### src/hdl/frontend_params.svh
`ifndef FRONTEND_PARAMS_SVH
`define FRONTEND_PARAMS_SVH

// ========================================
// Front end sizing
// ========================================

// Address and fetch data width
`define FE_XLEN 32

// Fetch buffer depth, counted in halfwords
`define FE_FBUF_HW 4

// First fetch address after reset
`define FE_RESET_VECTOR 32'h0000_0000

`endif

### src/hdl/frontend_pkg.sv
`include "frontend_params.svh"

package frontend_pkg;

	// ========================================
	// RV32 base opcodes, instr[6:0]
	// ========================================
	localparam logic [6:0] LOAD     = 7'b0000011;
	localparam logic [6:0] MISC_MEM = 7'b0001111;
	localparam logic [6:0] OP_IMM   = 7'b0010011;
	localparam logic [6:0] AUIPC    = 7'b0010111;
	localparam logic [6:0] STORE    = 7'b0100011;
	localparam logic [6:0] OP       = 7'b0110011;
	localparam logic [6:0] LUI      = 7'b0110111;
	localparam logic [6:0] BRANCH   = 7'b1100011;
	localparam logic [6:0] JALR     = 7'b1100111;
	localparam logic [6:0] JAL      = 7'b1101111;
	localparam logic [6:0] SYSTEM   = 7'b1110011;

	// Instruction class, C marks a 16-bit instruction
	typedef enum logic [2:0] {R, I, S, B, U, J, C} iclass_e;

	// Register and opcode fields of a 32-bit instruction
	typedef struct packed {
		logic [6:0] funct7;
		logic [4:0] rs2;
		logic [4:0] rs1;
		logic [2:0] funct3;
		logic [4:0] rd;
		logic [6:0] opcode;
	} instr_fields_t;

	// Same word seen raw or split into fields
	typedef union packed {
		logic [31:0]   raw;
		instr_fields_t f;
	} instr_word_u;

	typedef struct packed {
		logic                strobe;
		logic [`FE_XLEN-1:0] addr;
	} fetch_req_t;

	// Sequencer to buffer, one memory response per cycle at most
	typedef struct packed {
		logic        valid;
		logic        flush;
		logic        skip_low;
		logic [31:0] data;
	} fill_t;

	typedef struct packed {
		logic [31:0] data;
		logic [2:0]  level;
	} buf_head_t;

	typedef struct packed {
		logic [`FE_XLEN-1:0] pc;
		logic [31:0]         raw;
		logic [31:0]         imm;
		logic [4:0]          rd;
		logic [4:0]          rs1;
		logic [4:0]          rs2;
		iclass_e             iclass;
		logic                is_compressed;
		logic                invalid;
	} decoded_instr_t;

endpackage

### src/hdl/fetch_sequencer.sv
`timescale 1ns/10ps
`include "frontend_params.svh"

module fetch_sequencer
	import frontend_pkg::*;
(
	input  logic                clk,
	input  logic                rst_n,
	input  logic                jump_i,
	input  logic [`FE_XLEN-1:0] jump_target_i,
	input  logic [2:0]          level_i,
	input  logic                fetch_valid_i,
	input  logic [`FE_XLEN-1:0] fetch_rdata_i,
	output fetch_req_t          fetch_o,
	output fill_t               fill_o
);

	localparam logic [`FE_XLEN-1:0] WORD_STEP = 4;
	// Room for one more word without passing the buffer depth
	localparam logic [2:0] REFILL_LEVEL = 3'(`FE_FBUF_HW - 2);

	fetch_req_t          req_q;
	logic [`FE_XLEN-1:0] next_addr_q;
	logic                in_flight_q;
	logic                stale_q;
	logic                unaligned_q;

	logic                issue;
	logic                resp_ok;
	logic [`FE_XLEN-1:0] jump_base;

	assign jump_base = {jump_target_i[`FE_XLEN-1:2], 2'b00};
	assign issue     = !in_flight_q && (level_i <= REFILL_LEVEL);

	// Responses to requests made before a redirect never reach the buffer
	assign resp_ok = fetch_valid_i && !stale_q && !jump_i;

	always_comb begin
		fill_o.valid    = resp_ok;
		fill_o.flush    = jump_i;
		fill_o.skip_low = unaligned_q;
		fill_o.data     = fetch_rdata_i;
	end

	assign fetch_o = req_q;

	always_ff @(posedge clk or negedge rst_n) begin
		if (!rst_n) begin
			req_q       <= '0;
			next_addr_q <= `FE_RESET_VECTOR;
			in_flight_q <= 1'b0;
			stale_q     <= 1'b0;
			unaligned_q <= 1'b0;
		end else begin
			// A request on the bus during a jump answers into the old stream
			stale_q <= jump_i && req_q.strobe;
			if (jump_i) begin
				req_q.strobe <= 1'b1;
				req_q.addr   <= jump_base;
				next_addr_q  <= jump_base + WORD_STEP;
				in_flight_q  <= 1'b1;
				unaligned_q  <= jump_target_i[1];
			end else begin
				req_q.strobe <= issue;
				if (issue) begin
					req_q.addr  <= next_addr_q;
					next_addr_q <= next_addr_q + WORD_STEP;
					in_flight_q <= 1'b1;
				end else if (fetch_valid_i && !stale_q) begin
					in_flight_q <= 1'b0;
				end
				// only the first word after the jump loses its low half
				if (resp_ok) begin
					unaligned_q <= 1'b0;
				end
			end
		end
	end

endmodule

### src/hdl/halfword_buffer.sv
`timescale 1ns/10ps
`include "frontend_params.svh"

module halfword_buffer
	import frontend_pkg::*;
(
	input  logic      clk,
	input  logic      rst_n,
	input  fill_t     fill_i,
	input  logic [1:0] consume_i,
	output buf_head_t head_o,
	output logic [2:0] level_o
);

	localparam int BUF_W = `FE_FBUF_HW * 16;

	logic [BUF_W-1:0]    buf_q;
	logic [2:0]          level_q;

	logic [BUF_W-1:0]    kept;
	logic [2:0]          base_lvl;
	logic [2:0]          add_lvl;
	logic [31:0]         word;
	logic [BUF_W+31:0]   merged;

	// ========================================
	// Drain from the bottom
	// ========================================

	// Flush wins over consume, the append below still lands
	always_comb begin
		if (fill_i.flush) begin
			kept     = '0;
			base_lvl = 3'd0;
		end else begin
			kept     = buf_q >> {consume_i, 4'b0000};
			base_lvl = level_q - {1'b0, consume_i};
		end
	end

	// ========================================
	// Append above what remains
	// ========================================

	always_comb begin
		if (!fill_i.valid) begin
			word    = 32'h0;
			add_lvl = 3'd0;
		end else if (fill_i.skip_low) begin
			// Jump target sits in the upper halfword
			word    = {16'h0, fill_i.data[31:16]};
			add_lvl = 3'd1;
		end else begin
			word    = fill_i.data;
			add_lvl = 3'd2;
		end
		merged = {32'h0, kept} | ({{BUF_W{1'b0}}, word} << {base_lvl, 4'b0000});
	end

	// Store stays zero above the level so the OR merge is clean
	always_ff @(posedge clk or negedge rst_n) begin
		if (!rst_n) begin
			buf_q   <= '0;
			level_q <= 3'd0;
		end else begin
			buf_q   <= merged[BUF_W-1:0];
			level_q <= base_lvl + add_lvl;
		end
	end

	assign head_o.data  = buf_q[31:0];
	assign head_o.level = level_q;
	assign level_o      = level_q;

endmodule

### src/hdl/instr_decoder.sv
`timescale 1ns/10ps
`include "frontend_params.svh"

module instr_decoder
	import frontend_pkg::*;
(
	input  logic                clk,
	input  logic                rst_n,
	input  buf_head_t           head_i,
	input  logic                jump_i,
	input  logic [`FE_XLEN-1:0] jump_target_i,
	output logic [1:0]          consume_o,
	output logic                instr_valid_o,
	output decoded_instr_t      instr_o
);

	instr_word_u         iw;
	logic                is_full;
	logic                take;
	logic [`FE_XLEN-1:0] pc_q;
	logic [`FE_XLEN-1:0] pc_step;

	logic [31:0]         imm_i;
	logic [31:0]         imm_s;
	logic [31:0]         imm_b;
	logic [31:0]         imm_u;
	logic [31:0]         imm_j;

	iclass_e             cls;
	logic [31:0]         imm;
	logic                invalid;

	logic                valid_q;
	decoded_instr_t      instr_q;

	assign iw.raw = head_i.data;

	// ========================================
	// Length and consume
	// ========================================
	assign is_full   = (iw.raw[1:0] == 2'b11);
	// Nothing is taken in the jump cycle, the old stream is dead
	assign take      = !jump_i && (head_i.level >= (is_full ? 3'd2 : 3'd1));
	assign consume_o = take ? (is_full ? 2'd2 : 2'd1) : 2'd0;
	assign pc_step   = is_full ? `FE_XLEN'(4) : `FE_XLEN'(2);

	// Immediate scatter per format
	assign imm_i = {{20{iw.raw[31]}}, iw.raw[31:20]};
	assign imm_s = {{20{iw.raw[31]}}, iw.raw[31:25], iw.raw[11:7]};
	assign imm_b = {{19{iw.raw[31]}}, iw.raw[31], iw.raw[7], iw.raw[30:25], iw.raw[11:8], 1'b0};
	assign imm_u = {iw.raw[31:12], 12'h000};
	assign imm_j = {{11{iw.raw[31]}}, iw.raw[31], iw.raw[19:12], iw.raw[20], iw.raw[30:21], 1'b0};

	always_comb begin
		cls     = R;
		imm     = 32'h0;
		invalid = 1'b0;
		case (iw.f.opcode)
			LOAD, OP_IMM, JALR, MISC_MEM, SYSTEM: begin
				cls = I;
				imm = imm_i;
			end
			STORE: begin
				cls = S;
				imm = imm_s;
			end
			BRANCH: begin
				cls = B;
				imm = imm_b;
			end
			LUI, AUIPC: begin
				cls = U;
				imm = imm_u;
			end
			JAL: begin
				cls = J;
				imm = imm_j;
			end
			OP: cls = R;
			default: invalid = 1'b1;
		endcase
		// 16-bit instructions are passed out raw, no expansion
		if (!is_full) begin
			cls     = C;
			imm     = 32'h0;
			invalid = 1'b0;
		end
	end

	// ========================================
	// Output register and running pc
	// ========================================
	always_ff @(posedge clk or negedge rst_n) begin
		if (!rst_n) begin
			valid_q <= 1'b0;
			pc_q    <= `FE_RESET_VECTOR;
		end else begin
			valid_q <= take;
			if (jump_i) begin
				pc_q <= jump_target_i;
			end else if (take) begin
				pc_q <= pc_q + pc_step;
			end
		end
	end

	always_ff @(posedge clk) begin
		if (take) begin
			instr_q.pc            <= pc_q;
			instr_q.raw           <= is_full ? iw.raw : {16'h0, iw.raw[15:0]};
			instr_q.imm           <= imm;
			instr_q.rd            <= is_full ? iw.f.rd : 5'd0;
			instr_q.rs1           <= is_full ? iw.f.rs1 : 5'd0;
			instr_q.rs2           <= is_full ? iw.f.rs2 : 5'd0;
			instr_q.iclass        <= cls;
			instr_q.is_compressed <= !is_full;
			instr_q.invalid       <= invalid;
		end
	end

	assign instr_valid_o = valid_q;
	assign instr_o       = instr_q;

endmodule

### src/hdl/instr_frontend.sv
`timescale 1ns/10ps
`include "frontend_params.svh"

module instr_frontend
	import frontend_pkg::*;
(
	input  logic                clk,
	input  logic                rst_n,
	input  logic                jump_i,
	input  logic [`FE_XLEN-1:0] jump_target_i,
	output fetch_req_t          fetch_o,
	input  logic                fetch_valid_i,
	input  logic [`FE_XLEN-1:0] fetch_rdata_i,
	output logic                instr_valid_o,
	output decoded_instr_t      instr_o
);

	fill_t      fill;
	buf_head_t  head;
	logic [2:0] level;
	logic [1:0] consume;

	// Word fetch and redirect
	fetch_sequencer u_seq (
		.clk           (clk),
		.rst_n         (rst_n),
		.jump_i        (jump_i),
		.jump_target_i (jump_target_i),
		.level_i       (level),
		.fetch_valid_i (fetch_valid_i),
		.fetch_rdata_i (fetch_rdata_i),
		.fetch_o       (fetch_o),
		.fill_o        (fill)
	);

	halfword_buffer u_buf (
		.clk       (clk),
		.rst_n     (rst_n),
		.fill_i    (fill),
		.consume_i (consume),
		.head_o    (head),
		.level_o   (level)
	);

	instr_decoder u_dec (
		.clk           (clk),
		.rst_n         (rst_n),
		.head_i        (head),
		.jump_i        (jump_i),
		.jump_target_i (jump_target_i),
		.consume_o     (consume),
		.instr_valid_o (instr_valid_o),
		.instr_o       (instr_o)
	);

endmodule

### config.mk
export PLATFORM = sky130hd
export DESIGN_NAME = instr_frontend
export DESIGN_NICKNAME = d
export VERILOG_FILES = /design/src/hdl/frontend_pkg.sv /design/src/hdl/fetch_sequencer.sv /design/src/hdl/halfword_buffer.sv /design/src/hdl/instr_decoder.sv /design/src/hdl/instr_frontend.sv
export VERILOG_INCLUDE_DIRS = /design/src /design/src/hdl
export SDC_FILE = /design/constraint.sdc
export NUM_CORES = 1
export LEC_CHECK = 0
export ABC_CLOCK_PERIOD_IN_PS = 8100
export BUFFER_PORTS_ARGS = -buffer_cell sky130_fd_sc_hd__buf_2
export CAP_MARGIN = 20
export CORE_AREA = 10 10 165 167
export DETAILED_ROUTE_END_ITERATION = 16
export DIE_AREA = 0 0 175 177
export PLACE_DENSITY = 0.8
export SYNTH_ARGS = -nofsm -noshare
export SYNTH_HDL_FRONTEND = slang
export SYNTH_SLANG_ARGS = --single-unit
### constraint.sdc
create_clock -name clk -period 8.1 [get_ports clk]
set_clock_uncertainty 0.05 [all_clocks]
set_input_delay 0.405 -clock clk [delete_from_list [all_inputs] [get_ports clk]]
set_output_delay 0.405 -clock clk [all_outputs]
set_load 0.05 [all_outputs]
; Yosys cells after proc, flatten, opt, wreduce, memory -nomap -nowiden
; Cells that the tools add are included.
[word_totals]
latchBits = 0
romBits = 0
register_bits = 284
output_inout_bits = 150
n_memories = 0
elab_cells = 82
ram_bits = 0
[op_classes]
magnitude_cmp = 2
shifts = 2
n_div = 0
n_addsub = 5
bitwise = 1
n_mux = 24
reduce_logical = 16
n_eq_ne = 12
mul = 0
[ops]
columns = operator, n
row1 = $mux 32, 7
row2 = $pmux 32 s5, 1
row3 = $add 32x3->32 const B, 2
row4 = $mux 64, 1
row5 = $or 64x64->64, 1
row6 = $shl 32x7->64, 1
row7 = $shr 64x6->64, 1
row8 = $mux 33, 1
row9 = $add 32x32->32, 1
row10 = $eq 7x7->1 const B, 4
row11 = $eq 7x6->1 const B, 3
row12 = $pmux 3 s5, 1
row13 = $eq 7x5->1 const B, 2
row14 = $reduce_or 11->1, 1
row15 = $mux 3, 3
row16 = $mux 2, 4
row17 = $eq 7x2->1 const B, 1
row18 = $eq 7x4->1 const B, 1
row19 = $mux 1, 6
row20 = $reduce_bool 2->1, 3
row21 = $logic_and 1x1->1, 5
row22 = $reduce_or 5->1, 1
row23 = $logic_not 1->1, 4
row24 = $add 3x3->3, 1
row25 = 6 further kinds, 6

; Logic depth before layout (Yosys ltp)
[depth]
word_depth = 9
ltp_mapped = 18
ltp_nobuf = 12

; Cells and area by module
; A second synthesis with hierarchy kept.
[hier_totals]
cells_unflattened = 1294
hier_area_um2 = 14518.9
[modules_own_cells]
columns = mod, seq_area_each_um2, instances, area_each_um2, cells_per_inst
row1 = instr_decoder, 4038.9, 1, 5972.0, 440
row2 = halfword_buffer, 1676.6, 1, 4394.2, 389
row3 = fetch_sequencer, 1601.5, 1, 4152.7, 465

; Least setup slack after synthesis
; No wires, ideal clock.
[synth_timing]
kind = register to register
start = register u_buf.buf_q[0]
end = register u_dec.valid_q, in the netlist u_dec.instr_valid_o
required_ns = 7.451
path_stages_with_launch = 11
arrival_ns = 6.640
slack_ns = 0.811
period_less_slack_ns = 7.289
path_buffers = 5
path_cell_list = dfrtp_1 > nand2_1 > clkbuf_1 > buf_1 > ha_1 > nand2b_4 > a211oi_4 > buf_2 > buf_2 > clkbuf_1 > nor2_1
[synth_via]
elab_chain_cells = 4
[synth_rtl]
columns = item, line
row1 = start: declaration, halfword_buffer.sv:17  ; logic [BUF_W-1:0] buf_q;
row2 = start signal: assignment, halfword_buffer.sv:66  ; buf_q <= merged[BUF_W-1:0];
row3 = $eq 2x2->1, instr_decoder.sv:41  ; assign is_full = (iw.raw[1:0] == 2'b11);
row4 = $mux 2, instr_decoder.sv:43  ; assign take = !jump_i && (head_i.level >= (is_full ? 3'd2 : 3'd1));
row5 = $ge 3x3->1, instr_decoder.sv:43
row6 = $logic_and 1x1->1, instr_decoder.sv:43
row7 = named net u_dec.take, instr_decoder.sv:19  ; logic take;
row8 = end signal: assignment, instr_decoder.sv:98  ; valid_q <= take;
row9 = end: declaration, instr_decoder.sv:33  ; logic valid_q;
; The timed path passes the listed nets, and every way through them passes these cells.
; A chain may end at the register's enable or synchronous reset.

; Worst setup path in the final report
[layout_timing]
start = register u_buf.buf_q[1]
end = register u_buf.buf_q[34]
[layout_via]
elab_chain_cells = 9
elab_cells_between_ends = 12
[layout_rtl]
columns = item, line
row1 = $eq 2x2->1 (*), instr_decoder.sv:41
row2 = $mux 2, "instr_decoder.sv:43, instr_decoder.sv:44"
row3 = $ge 3x3->1, instr_decoder.sv:43
row4 = $logic_and 1x1->1, instr_decoder.sv:43
row5 = $mux 2 (*), instr_decoder.sv:44  ; assign consume_o = take ? (is_full ? 2'd2 : 2'd1) : 2'd0;
row6 = $sub 3x2->3, halfword_buffer.sv:37  ; base_lvl = level_q - {1'b0, consume_i};
row7 = $mux 3, halfword_buffer.sv:32  ; if (fill_i.flush) begin
row8 = $shl 32x7->64, halfword_buffer.sv:57  ; merged = {32'h0, kept} | ({{BUF_W{1'b0}}, word} << {base_lvl, 4'b0000});
row9 = $or 64x64->64 (*), halfword_buffer.sv:57
row10 = named net u_buf.merged[34], halfword_buffer.sv:24  ; logic [BUF_W+31:0] merged;
; Mark *: on every way through the listed nets, which the timed path passes. The rest lies on a longest branch.

==> summary.txt <==
GRT
  • Largest net degree at the start of global routing: 90
  • Number of global-route vias before repair: 10352
  • All-Layer GR Usage: 22.5%
  • Global-route wire length before repair: 57.4 mm
  • Global route overflow: 0
  • Initial antenna violation count: 2

Setup path
  • CP Max Fanout: 40
  • Setup slack, reg-to-reg: 2720 ps
  • Worst Setup Start Kind: register
  • R2R cell count: 12
  • WP data arrival: 5740 ps
  • Worst path required time: 8460 ps
  • Critical path endpoint category: register
  • Crit Path Class: register to register
  • FF-to-FF End: u_buf.buf_q[34]$_DFF_PN0_
  • RR Startpoint: u_buf.buf_q[1]$_DFF_PN0_

Pwr
  • Pwr Density: 345 nW/µm²
  • Static Leak: 6.64 nW
  • VDD IR-drop max: 0.196 mV

Layout
  • Nets: around 1500
  • Antenna cells: 0
  • Share of layout cells above drive strength 1: between 20% and 30%
  • Core Util, Final: 65.5%
  • Area Overhead vs Synth: 16.4%
  • Final Non-Filler Cells: 1774
  • Design area: 15700 µm²

Routing
  • Antenna-violating nets left: 0
  • DR vias: 10768
  • Routed len/inst: 20.7 µm
  • Vias/cell: around 6.1
  • Met3 wire length: 3.58 mm
  • Routed WL: roughly 37 mm
  • Uppermost layer routed: met5
  • Drt first pass iters: 5
  • Met2 routed WL: 17.2 mm
  • Initial DRC Count: between 1000 and 1500
  • Remaining DRCs: 0
  • Met1 wire length: 15.2 mm

Logic synthesis
  • Synth Instances: 1260
  • Number of synthesized flops with an enable pin: 107
  • Cell Area, Synth: 13500 µm²
  • Synthesis Warnings: 0
  • Seq/Total Area, Yosys: 54.2%
  • Mean Syn Cell Area: 10.7 µm²
  • Synth cell types: 74
  • Ys async rst share: 60.5%
  • Flops & latches, synth: 271
  • Ys flop type: dfrtp_1

Placed design
  • Area after DPL: 14600 µm²
  • Port bufs: 215
  • Final RePlAce weighted congestion: 0.865
  • HPWL Detailed: ~25 mm
  • Post-placement cell count: 1717

STA
  • Setup TNS: 0 ps
  • RSZ-0062 raised after global routing: false
  • Final Setup Violations: 0
  • Slew @ Worst Pin: approximately 1100 ps
  • Peak Freq: ~190 MHz
  • Period minus WS final: 5380 ps
  • Relative slew slack: 27.4%
  • Hold Fails Final Rpt: 0
  • Final Cycle Share: between 60% and 70%
  • Final Max Tran Viols: 0

Clock tree
  • Cts bufs inserted: 28
  • CTS Hold Bufs: 1
  • PostCTS Resize Cnt: 0
  • Clock-pin slew on the worst setup and hold paths: 60 ps
  • CTS tree: built
  • Root Buffer: clkbuf_16
  • Post-CTS setup buffer count: 0
  • Clock Latency Late Sink: approximately 550 ps
  • H-tree levels: 1
  • Clock Sink Count: 271
  • Bufs on Longest Clock Path: 3

Die
  • Initial core utilization: between 50% and 60%
  • Core Box Area: 24000 µm²
  • # rows: between 50 and 60
  • Die width: 175 µm
  • I/O Pins: 218
  • Die H: 177 µm
  • Die Footprint: 31000 µm²

Hold path
  • Worst hold endpoint: u_dec.pc_q[0]$_DFFE_PN0P_
  • WHS Path Cells: 2
  • Hold Crit Class: primary input to register
  • Hold Crit Start: jump_target_i[0]

Job
  • Max-cap violation count: 0

Outcome
  • Status: complete, no violations
## sequential cells by signal, indices dropped and copies added, names as in the netlist
| name | count |
|---|---|
| u_seq.stale_q | 1 |
| u_dec.pc_q | 32 |
| u_seq.fetch_o | 31 |
| u_dec.instr_valid_o | 1 |
| u_seq.in_flight_q | 1 |
| u_buf.level_o | 3 |
| u_seq.next_addr_q | 30 |
| u_dec.instr_o | 107 |
| u_buf.buf_q | 64 |
| u_seq.unaligned_q | 1 |
## Yosys cell counts, types with 7 or more instances
| cell | instances | share of area (%) |
|---|---|---|
| a21oi_1 | 95 | 3.5 |
| nand3b_1 | 8 | 0.45 |
| mux2i_1 | 31 | 2.3 |
| dfrtp_1 | 164 | 30 |
| nor3_2 | 7 | 0.52 |
| a21o_1 | 21 | 1.2 |
| a31oi_1 | 27 | 1.3 |
| a311oi_1 | 16 | 1.0 |
| edfxtp_1 | 107 | 24 |
| clkbuf_1 | 45 | 1.3 |
| a22o_1 | 7 | 0.45 |
| nor3_1 | 12 | 0.45 |
| and3_1 | 50 | 2.3 |
| nand4_1 | 17 | 0.79 |
| xnor2_1 | 47 | 3.1 |
| buf_4 | 14 | 0.78 |
| mux2_2 | 8 | 0.67 |
| nand3_1 | 30 | 1.1 |
| buf_1 | 12 | 0.33 |
| buf_2 | 19 | 0.70 |
| inv_1 | 13 | 0.36 |
| o22ai_1 | 16 | 0.74 |
| nor2_1 | 91 | 2.5 |
| a221o_1 | 48 | 3.6 |
| and2_1 | 12 | 0.56 |
| o21ai_0 | 20 | 0.74 |
| nand2_1 | 194 | 5.4 |
| xor2_1 | 37 | 2.4 |
## cell families after synthesis
kind of cell	count (synthesis)	synth area share (%)
AO/OA/AOI/OAI	283	15.1
XOR/XNOR	85	5.62
adder cells (fa/ha/maj)	8	0.909
buffers and inverters	108	3.85
flip-flops	271	54.2
multiplexers	39	2.97
other	1	0.0278
AND/OR/NAND/NOR	465	17.3
## routing by layer
layer,vias to the layer above,global-route usage (%)
li1,4921,-
met4,4,5.58
met2,556,35.8
met5,-,0
met1,5212,30.7
met3,75,5.38
## worst max path at each step
stage / start / end / slack, ps / cells after the start
6_report: u_buf.buf_q[1]$_DFF_PN0_ / u_buf.buf_q[34]$_DFF_PN0_ / 2720 / 12
3_5_place_dp: u_buf.buf_q[0]$_DFF_PN0_ / u_buf.buf_q[58]$_DFF_PN0_ / 2770 / 11
4_1_cts: u_buf.buf_q[0]$_DFF_PN0_ / u_buf.buf_q[63]$_DFF_PN0_ / 2710 / 11
2_1_floorplan: u_buf.buf_q[0]$_DFF_PN0_ / u_dec.instr_valid_o$_DFF_PN0_ / 810 / 10
3_3_place_gp: u_buf.buf_q[0]$_DFF_PN0_ / u_buf.buf_q[61]$_DFF_PN0_ / 2940 / 11
5_1_grt: u_buf.buf_q[0]$_DFF_PN0_ / u_buf.buf_q[32]$_DFF_PN0_ / 2450 / 12
## placed cells by master, fill, tap and decap left out, drive strengths merged, types with 10 or more instances in the layout
master and n:
buf 230, nand2 196, dfrtp 164, edfxtp 107, a21oi 96, nor2 91
and3 50, a221o 48, xnor2 47, xor2 37, clkbuf 36, mux2i 31
nand3 31, a31oi 27, o21ai 23, a21o 21, nand4 20, nor3 19
a311oi 16, o22ai 16, and2 13, inv 12, nand3b 10, clkinv 10
## through the flow
| step | hold slack [ps] | setup slack (ps) | power, mW |
|---|---|---|---|
| after floorplan | 59.4 | 811 | 3.55 |
| after global placement | 379 | 2940 | 3.96 |
| after detailed placement | 393 | 2770 | 4.01 |
| after CTS | 18.8 | 2710 | 5.42 |
| after global routing | 35.9 | 2450 | 5.65 |
| final | 38.3 | 2720 | 5.42 |
## critical path, stage by stage (launching register included)
cell and delay (ps):
dfrtp_1 690, nand2_1 350, buf_4 470, inv_1 80
buf_4 290, nor3_2 910, nand2_1 160, fa_1 420
xnor2_1 460, nor2_1 140, o2111a_1 460, a31o_4 420
a221o_1 320
## final cells by class
type,count,area [µm²]
Clock buffer,35,771
Sequential cell,271,7320
Tap cell,324,405
Multi-Input combinational cell,882,5690
Clock inverter,17,251
Inverter,13,50.0
Fill cell,1812,8260
Timing Repair Buffer,232,1220
## report_power, final
part	internal [mW]	switching, mW	total (mW)
combinational	0.474	1.46	1.93
sequential	1.81	0.266	2.08
clock	0.866	0.547	1.41
total	3.15	2.27	5.42
Note: power is estimated with default switching activity, not from simulation.
